<file path="src/hw/mcu_pkg.sv">
/* mcu wrapper shared definitions */

package mcu_pkg;

  // bus geometry
  localparam int ADR_W = 15;              // word address
  localparam int DAT_W = 32;
  localparam int GPO_W = 12;              // four rgb groups
  localparam int GPI_W = 4;               // pushbuttons

  // serial line
  localparam int BAUD_DIV   = 8;          // clocks per bit, fast for sim
  localparam int BAUD_CNT_W = $clog2(BAUD_DIV);

  // register map
  localparam logic [ADR_W-1:0] REG_GPO     = ADR_W'(0);
  localparam logic [ADR_W-1:0] REG_GPI     = ADR_W'(1);
  localparam logic [ADR_W-1:0] REG_SCRATCH = ADR_W'(2);

  // host command and reply bytes
  typedef enum logic [7:0] {
    CMD_WRITE = 8'h57,                    // 'W'
    CMD_READ  = 8'h52,                    // 'R'
    RSP_OK    = 8'h4B,                    // 'K'
    RSP_BAD   = 8'h3F                     // '?'
  } cmd_op_e;

  typedef enum logic [2:0] {
    M_IDLE,
    M_ADR_HI,
    M_ADR_LO,
    M_DATA,
    M_BUS,
    M_REPLY
  } master_state_e;

  // shared by receiver and transmitter
  typedef enum logic [1:0] {
    RX_IDLE,
    RX_START,
    RX_DATA,
    RX_STOP
  } rx_state_e;

endpackage
</file>
<file path="src/hw/mcu_top.sv">
/* board wrapper, serial bus master and gpio */
`timescale 1ns/10ps

module mcu_top (
  input  logic        clk,
  input  logic        rst_n_i,
  input  logic [3:0]  sw_i,
  input  logic [3:0]  btn_i,
  input  logic        uart_rxd_i,
  output logic        uart_txd_o,
  output logic [3:0]  led_o,
  output logic [11:0] rgb_o
);
  import mcu_pkg::*;

  logic             rst_meta, rst_n;      // internal reset, two flops late
  logic [7:0]       rx_data, tx_data;
  logic             rx_valid, tx_start, tx_busy;
  logic [ADR_W-1:0] adr;
  logic [DAT_W-1:0] dat_w, dat_r;
  logic             we, stb, ack;

  always_ff @(posedge clk) begin
    rst_meta <= rst_n_i;
    rst_n    <= rst_meta;
  end

  // sanity lights
  assign led_o[0] = sw_i[0];
  assign led_o[1] = uart_rxd_i ^ ~sw_i[1];
  assign led_o[2] = uart_txd_o ^ ~sw_i[2];
  assign led_o[3] = stb ^ ~sw_i[3];       // bus activity

  uart_rx u_rx (
    .clk      (clk),
    .rst_n_i  (rst_n),
    .rxd_i    (uart_rxd_i),
    .data_o   (rx_data),
    .valid_o  (rx_valid)
  );

  uart_tx u_tx (
    .clk      (clk),
    .rst_n_i  (rst_n),
    .data_i   (tx_data),
    .start_i  (tx_start),
    .txd_o    (uart_txd_o),
    .busy_o   (tx_busy)
  );

  uart_bus_master u_master (
    .clk        (clk),
    .rst_n_i    (rst_n),
    .rx_data_i  (rx_data),
    .rx_valid_i (rx_valid),
    .tx_data_o  (tx_data),
    .tx_start_o (tx_start),
    .tx_busy_i  (tx_busy),
    .adr_o      (adr),
    .dat_o      (dat_w),
    .dat_i      (dat_r),
    .we_o       (we),
    .stb_o      (stb),
    .ack_i      (ack)
  );

  demo_io u_io (
    .clk      (clk),
    .rst_n_i  (rst_n),
    .adr_i    (adr),
    .dat_i    (dat_w),
    .dat_o    (dat_r),
    .we_i     (we),
    .stb_i    (stb),
    .ack_o    (ack),
    .gp_o     (rgb_o),                    // rgb groups 0..3
    .gp_i     (btn_i)
  );

endmodule

</file>
<file path="src/hw/demo_io.sv">
/* gpio and scratch bus slave */
`timescale 1ns/10ps

module demo_io (
  input  logic                      clk,
  input  logic                      rst_n_i,
  input  logic [mcu_pkg::ADR_W-1:0] adr_i,
  input  logic [mcu_pkg::DAT_W-1:0] dat_i,
  output logic [mcu_pkg::DAT_W-1:0] dat_o,
  input  logic                      we_i,
  input  logic                      stb_i,
  output logic                      ack_o,
  output logic [mcu_pkg::GPO_W-1:0] gp_o,
  input  logic [mcu_pkg::GPI_W-1:0] gp_i
);
  import mcu_pkg::*;

  logic [GPI_W-1:0] gpi_meta, gpi_sync;
  logic [DAT_W-1:0] scratch;
  logic [DAT_W-1:0] rd_mux;
  logic             req;

  assign req = stb_i && !ack_o;           // first cycle of a strobe

  // buttons are asynchronous to clk
  always_ff @(posedge clk) begin
    gpi_meta <= gp_i;
    gpi_sync <= gpi_meta;
  end

  always_comb begin
    case (adr_i)
      REG_GPO:     rd_mux = {{(DAT_W - GPO_W){1'b0}}, gp_o};
      REG_GPI:     rd_mux = {{(DAT_W - GPI_W){1'b0}}, gpi_sync};
      REG_SCRATCH: rd_mux = scratch;
      default:     rd_mux = '0;           // unmapped reads as zero
    endcase
  end

  always_ff @(posedge clk) begin
    if (!rst_n_i) begin
      ack_o   <= 1'b0;
      gp_o    <= '0;
      scratch <= '0;
    end else begin
      ack_o <= req;                       // single cycle ack
      if (req && we_i) begin
        case (adr_i)
          REG_GPO:     gp_o    <= dat_i[GPO_W-1:0];
          REG_SCRATCH: scratch <= dat_i;
          default:     ;                  // read only or unmapped
        endcase
      end
    end
  end

  always_ff @(posedge clk) begin
    if (req)
      dat_o <= rd_mux;
  end

  a_ack_in_cycle: assert property (
    @(posedge clk) disable iff (!rst_n_i) ack_o |-> stb_i);

endmodule

</file>
<file path="src/hw/uart_bus_master.sv">
/* serial command parser, bus master */
`timescale 1ns/10ps

module uart_bus_master (
  input  logic                      clk,
  input  logic                      rst_n_i,
  input  logic [7:0]                rx_data_i,
  input  logic                      rx_valid_i,
  output logic [7:0]                tx_data_o,
  output logic                      tx_start_o,
  input  logic                      tx_busy_i,
  output logic [mcu_pkg::ADR_W-1:0] adr_o,
  output logic [mcu_pkg::DAT_W-1:0] dat_o,
  input  logic [mcu_pkg::DAT_W-1:0] dat_i,
  output logic                      we_o,
  output logic                      stb_o,
  input  logic                      ack_i
);
  import mcu_pkg::*;

  master_state_e    state;
  cmd_op_e          cmd;
  logic [1:0]       byte_cnt;             // bytes left minus one
  logic [DAT_W-1:0] rsp_sr;               // reply bytes, msb first

  assign cmd = cmd_op_e'(rx_data_i);

  always_ff @(posedge clk) begin
    if (!rst_n_i) begin
      state      <= M_IDLE;
      stb_o      <= 1'b0;
      we_o       <= 1'b0;
      tx_start_o <= 1'b0;
      byte_cnt   <= '0;
    end else begin
      tx_start_o <= 1'b0;
      case (state)
        M_IDLE: if (rx_valid_i) begin
          case (cmd)
            CMD_WRITE: begin
              we_o  <= 1'b1;
              state <= M_ADR_HI;
            end
            CMD_READ: begin
              we_o  <= 1'b0;
              state <= M_ADR_HI;
            end
            default: begin
              rsp_sr   <= {RSP_BAD, {(DAT_W - 8){1'b0}}};
              byte_cnt <= 2'd0;
              state    <= M_REPLY;
            end
          endcase
        end
        M_ADR_HI: if (rx_valid_i) begin
          adr_o[ADR_W-1:8] <= rx_data_i[ADR_W-9:0];  // top bit dropped
          state            <= M_ADR_LO;
        end
        M_ADR_LO: if (rx_valid_i) begin
          adr_o[7:0] <= rx_data_i;
          if (we_o) begin
            byte_cnt <= 2'd3;
            state    <= M_DATA;
          end else begin
            stb_o <= 1'b1;                // read goes straight to the bus
            state <= M_BUS;
          end
        end
        M_DATA: if (rx_valid_i) begin
          dat_o    <= {dat_o[DAT_W-9:0], rx_data_i};
          byte_cnt <= byte_cnt - 1'b1;
          if (byte_cnt == 2'd0) begin
            stb_o <= 1'b1;
            state <= M_BUS;
          end
        end
        M_BUS: if (ack_i) begin
          stb_o <= 1'b0;
          state <= M_REPLY;
          if (we_o) begin
            rsp_sr   <= {RSP_OK, {(DAT_W - 8){1'b0}}};
            byte_cnt <= 2'd0;
          end else begin
            rsp_sr   <= dat_i;            // read data valid with ack
            byte_cnt <= 2'd3;
          end
        end
        M_REPLY: if (!tx_busy_i && !tx_start_o) begin
          // busy shows up one cycle after start, hence the start check
          tx_data_o  <= rsp_sr[DAT_W-1:DAT_W-8];
          tx_start_o <= 1'b1;
          rsp_sr     <= {rsp_sr[DAT_W-9:0], 8'h00};
          if (byte_cnt == 2'd0)
            state <= M_IDLE;
          else
            byte_cnt <= byte_cnt - 1'b1;
        end
        default: state <= M_IDLE;
      endcase
    end
  end

  // request must not move while the slave has yet to answer
  a_req_stable: assert property (
    @(posedge clk) disable iff (!rst_n_i)
    (stb_o && !ack_i) |=> ($stable(adr_o) && $stable(we_o) && $stable(dat_o)));

endmodule

</file>
<file path="src/hw/uart_tx.sv">
/* uart transmitter, 8N1 */
`timescale 1ns/10ps

module uart_tx (
  input  logic       clk,
  input  logic       rst_n_i,
  input  logic [7:0] data_i,
  input  logic       start_i,
  output logic       txd_o,
  output logic       busy_o
);
  import mcu_pkg::*;

  rx_state_e             state;
  logic [BAUD_CNT_W-1:0] baud_cnt;
  logic [2:0]            bit_cnt;
  logic [7:0]            shift;
  logic                  tick;

  assign tick = (baud_cnt == '0);

  always_ff @(posedge clk) begin
    if (!rst_n_i) begin
      state    <= RX_IDLE;
      txd_o    <= 1'b1;                   // line idles high
      busy_o   <= 1'b0;
      baud_cnt <= '0;
      bit_cnt  <= '0;
    end else begin
      if (state != RX_IDLE)
        baud_cnt <= tick ? BAUD_CNT_W'(BAUD_DIV - 1) : baud_cnt - 1'b1;
      case (state)
        RX_IDLE: if (start_i) begin
          shift    <= data_i;
          txd_o    <= 1'b0;               // start bit
          busy_o   <= 1'b1;
          baud_cnt <= BAUD_CNT_W'(BAUD_DIV - 1);
          state    <= RX_START;
        end
        RX_START: if (tick) begin
          txd_o   <= shift[0];
          bit_cnt <= '0;
          state   <= RX_DATA;
        end
        RX_DATA: if (tick) begin
          if (bit_cnt == 3'd7) begin
            txd_o <= 1'b1;                // stop bit
            state <= RX_STOP;
          end else begin
            txd_o   <= shift[1];
            shift   <= {1'b0, shift[7:1]};
            bit_cnt <= bit_cnt + 1'b1;
          end
        end
        RX_STOP: if (tick) begin
          busy_o <= 1'b0;
          state  <= RX_IDLE;
        end
        default: state <= RX_IDLE;
      endcase
    end
  end

  // the master must wait for busy to clear before the next byte
  a_no_start_when_busy: assert property (
    @(posedge clk) disable iff (!rst_n_i) !(start_i && busy_o));

endmodule

</file>
<file path="src/hw/uart_rx.sv">
/* uart receiver, 8N1 */
`timescale 1ns/10ps

module uart_rx (
  input  logic       clk,
  input  logic       rst_n_i,
  input  logic       rxd_i,
  output logic [7:0] data_o,
  output logic       valid_o
);
  import mcu_pkg::*;

  rx_state_e             state;
  logic                  rxd_meta, rxd_sync, rxd_prev;
  logic [BAUD_CNT_W-1:0] baud_cnt;
  logic [2:0]            bit_cnt;
  logic [7:0]            shift;
  logic                  tick;

  assign tick = (baud_cnt == '0);

  // two flops against metastability, third for edge detect
  always_ff @(posedge clk) begin
    rxd_meta <= rxd_i;
    rxd_sync <= rxd_meta;
    rxd_prev <= rxd_sync;
  end

  always_ff @(posedge clk) begin
    if (!rst_n_i) begin
      state    <= RX_IDLE;
      valid_o  <= 1'b0;
      baud_cnt <= '0;
      bit_cnt  <= '0;
    end else begin
      valid_o <= 1'b0;
      if (state != RX_IDLE)
        baud_cnt <= tick ? BAUD_CNT_W'(BAUD_DIV - 1) : baud_cnt - 1'b1;
      case (state)
        RX_IDLE: if (rxd_prev && !rxd_sync) begin
          state    <= RX_START;
          baud_cnt <= BAUD_CNT_W'(BAUD_DIV / 2 - 1);  // aim at mid start bit
        end
        RX_START: if (tick) begin
          if (!rxd_sync) begin
            state   <= RX_DATA;
            bit_cnt <= '0;
          end else begin
            state <= RX_IDLE;             // glitch, not a start bit
          end
        end
        RX_DATA: if (tick) begin
          shift   <= {rxd_sync, shift[7:1]};  // lsb first
          bit_cnt <= bit_cnt + 1'b1;
          if (bit_cnt == 3'd7)
            state <= RX_STOP;
        end
        RX_STOP: if (tick) begin
          state <= RX_IDLE;
          if (rxd_sync) begin             // framing error drops the byte
            data_o  <= shift;
            valid_o <= 1'b1;
          end
        end
        default: state <= RX_IDLE;
      endcase
    end
  end

endmodule

</file>
<file path="config.mk">
export PLATFORM = sky130hd
export DESIGN_NAME = mcu_top
export DESIGN_NICKNAME = d
export VERILOG_FILES = /design/src/hw/mcu_pkg.sv /design/src/hw/mcu_top.sv /design/src/hw/demo_io.sv /design/src/hw/uart_bus_master.sv /design/src/hw/uart_tx.sv /design/src/hw/uart_rx.sv
export SDC_FILE = /design/constraint.sdc
export NUM_CORES = 1
export LEC_CHECK = 0
export BUFFER_PORTS_ARGS = -buffer_cell sky130_fd_sc_hd__buf_2
export CAP_MARGIN = 0
export CELL_PAD_IN_SITES_DETAIL_PLACEMENT = 1
export CELL_PAD_IN_SITES_GLOBAL_PLACEMENT = 2
export CORE_ASPECT_RATIO = 2
export CORE_UTILIZATION = 38
export CTS_CLUSTER_DIAMETER = 50
export DETAILED_ROUTE_END_ITERATION = 10
export GPL_TIMING_DRIVEN = 0
export PLACE_DENSITY = 0.78
export SLEW_MARGIN = 0
export SYNTH_ARGS = -nofsm -noshare
export SYNTH_HDL_FRONTEND = slang
export SYNTH_SLANG_ARGS = --single-unit
</file>
<file path="constraint.sdc">
create_clock -name clk -period 5.3 [get_ports clk]
set_clock_uncertainty 0.05 [all_clocks]
set_input_delay 1.06 -clock clk [delete_from_list [all_inputs] [get_ports clk]]
set_output_delay 1.06 -clock clk [all_outputs]
set_load 0.1 [all_outputs]
</file>
# --- Yosys cells after proc, flatten, opt, wreduce, memory -nomap -nowiden ---
# Index checks and enable logic that the tools add are counted.
word_totals:
  reg_bits: 228
  input_bits: 11
  word_cells: 212
classes:
  n_addsub: 5
  n_eq_ne: 41
  mux: 78
  bitwise_logic: 6
  n_reduce_logical: 49
op_table:
  columns: ["cell", "count"]
  rows:
  - ["$pmux 32 s3", 2]
  - ["$mux 32", 5]
  - ["$mux 3", 24]
  - ["$mux 2", 20]
  - ["$ne 2x1->1 const B", 15]
  - ["$mux 8", 3]
  - ["$reduce_and 3->1", 8]
  - ["$ne 2x2->1 const B", 9]
  - ["$pmux 3 s6", 1]
  - ["$eq 8x7->1 const B", 2]
  - ["$pmux 2 s4", 2]
  - ["$pmux 8 s2", 1]
  - ["$reduce_and 4->1", 4]
  - ["$eq 15x1->1 const B", 1]
  - ["$eq 15x2->1 const B", 1]
  - ["$logic_not 15->1", 1]
  - ["$reduce_and 5->1", 3]
  - ["$reduce_bool 2->1", 7]
  - ["$mux 1", 13]
  - ["$eq 3x3->1 const B", 4]
  - ["$pmux 3 s2", 2]
  - ["$reduce_and 6->1", 2]
  - ["$pmux 2 s5", 1]
  - ["$logic_not 3->1", 3]
  - ["other kinds (20)", 45]

# --- Depth between registers and ports, before layout ---
logic_depth:
  word_depth: 5
  mapped_depth: 8

# --- Modules after synthesis ---
# A second synthesis with hierarchy kept.
unflattened:
  cells_unflattened: 674
  hier_area_um2: 8933.6
modules_own_cells:
  columns: ["mod", "instances", "cells_per_inst", "area_per_inst_um2", "seq_area_each_um2"]
  rows:
  - ["uart_bus_master", 1, 214, 3573.4, 2772.7]
  - ["demo_io", 1, 293, 3293.2, 2021.9]
  - ["uart_rx", 1, 71, 1027.2, 720.7]
  - ["uart_tx", 1, 90, 965.9, 440.4]
  - ["mcu_top", 1, 6, 73.8, 40.0]

# --- Worst setup path after synthesis ---
# OpenSTA, ideal clock, no wires.
synth_timing:
  path_type: "input -> output"
  start: "input port uart_rxd_i"
  end: "output port led_o[1]"
  t_arrival_ns: 2.625
  path_slack_ns: 1.565
  cell_stages: 1
  path_buffers: 0
  path_cell_list: "xnor2_1"
synth_via:
  elab_chain_len: 1
synth_rtl:
  columns: ["element", "line_no", "rtl"]
  rows:
  - ["start: declaration", "mcu_top.sv:9", "input logic uart_rxd_i,"]
  - ["$xor 1x1->1", "mcu_top.sv:30", "assign led_o[1] = uart_rxd_i ^ ~sw_i[1];"]
  - ["end: declaration", "mcu_top.sv:11", "output logic [3:0] led_o,"]
# Every way passes these cells.

# --- Final worst setup path ---
layout_timing:
  start: "register u_master.state[0]"
  end: "register u_master.tx_data_o[1], enable pin"
layout_via:
  elab_chain_len: 2
layout_rtl:
  columns: ["element", "line_no", "rtl"]
  rows:
  - ["start: declaration", "uart_bus_master.sv:21", "master_state_e state;"]
  - ["start signal: assignment", "uart_bus_master.sv:30", "state <= M_IDLE;"]
  - ["start signal: assignment", "uart_bus_master.sv:42", "state <= M_ADR_HI;"]
  - ["start signal: assignment", "uart_bus_master.sv:46", "state <= M_ADR_HI;"]
  - ["$eq 3x3->1", "uart_bus_master.sv:37", "case (state)"]
  - ["$reduce_and 3->1 (no line)", null, null]
  - ["end signal: assignment", "uart_bus_master.sv:90", "tx_data_o <= rsp_sr[DAT_W-1:DAT_W-8];"]
  - ["end: declaration", "uart_bus_master.sv:9", "output logic [7:0] tx_data_o,"]
# Every way passes these cells.
# A chain may end at the register's enable or synchronous reset.

==> metrics.md <==
| Metric | Value |
|---|---|
| Slowest-stage cell, CP | `nor2_1` |
| Hold buffer count at cts | `0` |
| Post-synth EDFFs | `143` |
| Drt via density | `5.307` |
| Max-slew violation total from the final report | `0` |
| CTS sink cnt | `228` |
| Vias in the first global route | `5,950` |
| Top cell type's share of synthesized area | `0.4975` |
| Worst Setup End Kind | `flop` |
| Max IR drop VDD | `0.0003044 V` |
| CP Class | `reg2reg` |
| Layout cell share with drive strength beyond 1 | `0.1230` |
| Synth Area per Inst | `12.85 um2` |
| Yosys warnings | `0` |
| Relative slew slack | `0.1182` |
| Initial Util | `0.3896` |
| Remaining Overflow, GRT | `0` |
| Die area | `23,360 um2` |
| Tmin final | `2948 ps` |
| IO Count | `28` |
| Largest stage delay on the critical path | `800 ps` |
| Post-synth ARST share | `0` |
| Port Buf Inserts | `26` |
| Clock buffer depth | `3` |
| Main synth FF type | `edfxtp_1` |
| Worst path cell trace | `clkinv_1 -> nor2_1 -> clkbuf_1 -> and3_1` |
| Worst Hold Class | `reg2reg` |
| Setup TNS | `0 ps` |
| Pre-Repair DR Iteration Count | `4` |
| Post-CTS Setup Bufs | `0` |
| Clock slew at reported path FFs | `70 ps` |
| Synth Instances | `672` |
| CORE AREA | `22,160 um2` |
| CTS H-tree depth | `1` |
| Synthesized area | `8632 um2` |
| Status | `finished, final reports clean` |
| Pwr per Cell Area | `402.4 nW/um2` |
| Largest cells by area after synthesis | `edfxtp_1 50%, dfxtp_1 20%, a22o_1 2.9%` |
| Inserted Diodes | `0` |
| WL final | `20.37 mm` |
| Post-CTS sizing | `0` |
| Die W | `108.6 um` |
| Post-synth cell types | `56` |
| Clock root buffer | `clkbuf_16` |
| CTS Buf Count | `21` |
| Hold slack | `271.9 ps` |
| Final hold vios | `0` |
| CP max FO | `10` |
| Power Total | `3.976 mW` |
| Final period util | `0.5563` |
| RSZ-0062 raised after global routing | `false` |
| Clk_lat worst skew | `520 ps` |
| Iter 0 DRT Violations | `206` |
| Routed WL per cell | `20.05 um` |
| Measured slew at the worst slew-check pin | `1313 ps` |
| Worst path required time | `5430 ps` |
| Arrival @ worst endpoint | `3080 ps` |
| Post-synthesis sequential area ratio | `0.6946` |
| Final setup vio count | `0` |
| Max-cap violations | `0` |
| Detail Route Antenna Nets | `0` |
| Crit path max-delay family | `simple AND/OR/NAND/NOR gates` |
| Fmax | `0.3392 GHz` |
| P_leak | `3.366 nW` |
| Cell row count | `77` |
| Largest net degree at the start of global routing | `35` |
| Final HPWL DP | `15.25 mm` |
| Routed vias | `5,392` |
| Nets | `749` |
| Seq cells post-synth | `228` |
| Global-route wire length before repair | `32.53 mm` |
| WP buf/inv | `2` |
| Area Growth Syn to Fin | `14.45%` |
| Initial antenna violation count | `0` |
| Final Wtd Congestion | `0.7622` |
| DRC viols | `0` |
| Post-synth top area cell | `edfxtp_1` |
| GRT Util Overall | `0.1864` |
| CTS tree | `built` |
| CP startpoint kind | `flop` |
| Mapped Nets | `696` |
| Chip Height | `215.1 um` |
## metrics by stage
step,setup slack [ps],util,cells,instance area (um2)
2_1_floorplan,1565,-,672,8632
3_3_place_gp,695.0,0.4110,974,9107
3_5_place_dp,2318,0.4149,978,9194
4_1_cts,2296,0.4459,1016,9879
5_1_grt,2186,0.4459,1016,9879
6_report,2352,0.4459,1016,9879
## state kept, by name, indices dropped and copies added, names as in the netlist, 2 cells and up, named ones only
| name | count |
|---|---|
| u_rx.bit_cnt | 3 |
| u_io.gpi_meta | 4 |
| u_rx.data_o | 8 |
| u_master.tx_data_o | 8 |
| u_io.dat_o | 32 |
| u_master.state | 3 |
| u_tx.baud_cnt | 3 |
| u_io.gpi_sync | 4 |
| u_io.gp_o | 12 |
| u_master.dat_o | 32 |
| u_rx.shift | 8 |
| u_master.adr_o | 15 |
| u_tx.shift | 8 |
| u_master.byte_cnt | 2 |
| u_rx.baud_cnt | 3 |
| u_io.scratch | 32 |
| u_master.rsp_sr | 32 |
| u_tx.bit_cnt | 3 |
| u_tx.state | 2 |
## worst paths after layout
check                           to         startpoint  depth (start not counted)  slack, ps
max          u_master.tx_data_o[1]  u_master.state[0]                          4       2350
min                  u_rx.rxd_sync      u_rx.rxd_meta                          0        270
max reg2reg  u_master.tx_data_o[1]  u_master.state[0]                          4       2350
min reg2reg          u_rx.rxd_sync      u_rx.rxd_meta                          0        270
## placed cells by master, fill, tap and decap left out, types with 7 or more instances in the layout
master	n
clkbuf_16	22
o21ai_0	41
dfxtp_1	85
clkbuf_1	31
buf_2	31
nand3_1	47
mux2_2	7
nor3_1	15
mux2i_1	8
inv_1	15
ha_1	13
a22o_1	29
and2_1	29
nand2_1	51
nor2_1	34
nor2b_1	8
a21oi_1	27
edfxtp_1	143
o21ai_1	9
## synthesized netlist by cell type (13+ instances only)
cell	count
clkbuf_1	22
a21oi_1	27
dfxtp_1	85
nor3_1	16
edfxtp_1	143
inv_1	15
nor2_1	34
a22o_1	29
o21ai_0	41
nand2_1	51
nand3_1	47
ha_1	13
and2_1	29
## cell type report
type	instances	area, um2
Sequential cell	228	5996
Clock inverter	6	87.58
Inverter	17	63.81
Clock buffer	32	598.1
Fill cell	2357	12280
Multi-Input combinational cell	388	2415
Tap cell	276	345.3
Timing Repair Buffer	30	183.9
Buffer	39	190.2
## kinds of logic after synthesis
logic type      after synthesis  share of synthesized area
mux                          15                    0.01841
flops                       228                     0.6946
compound gates              141                     0.1068
fa+ha+maj                    13                    0.01884
xor+xnor                      4                   0.004059
simple gates                215                     0.1278
buf+inv                      56                    0.02942
## power by group
group | internal [mW] | switching, mW | total [mW]
Sequential | 1.95 | 0.0421 | 1.99
Clock | 0.882 | 0.649 | 1.53
Combinational | 0.138 | 0.317 | 0.455
## routing by layer
metal	track usage	vias up	share of wire
li1	-	2581	-
met1	0.1718	2680	0.33
met2	0.3728	77	0.60
met3	0.02184	54	0.024
met4	0.1032	0	0.049
met5	0	-	0
No activity file was read; power rests on OpenSTA's default activity.
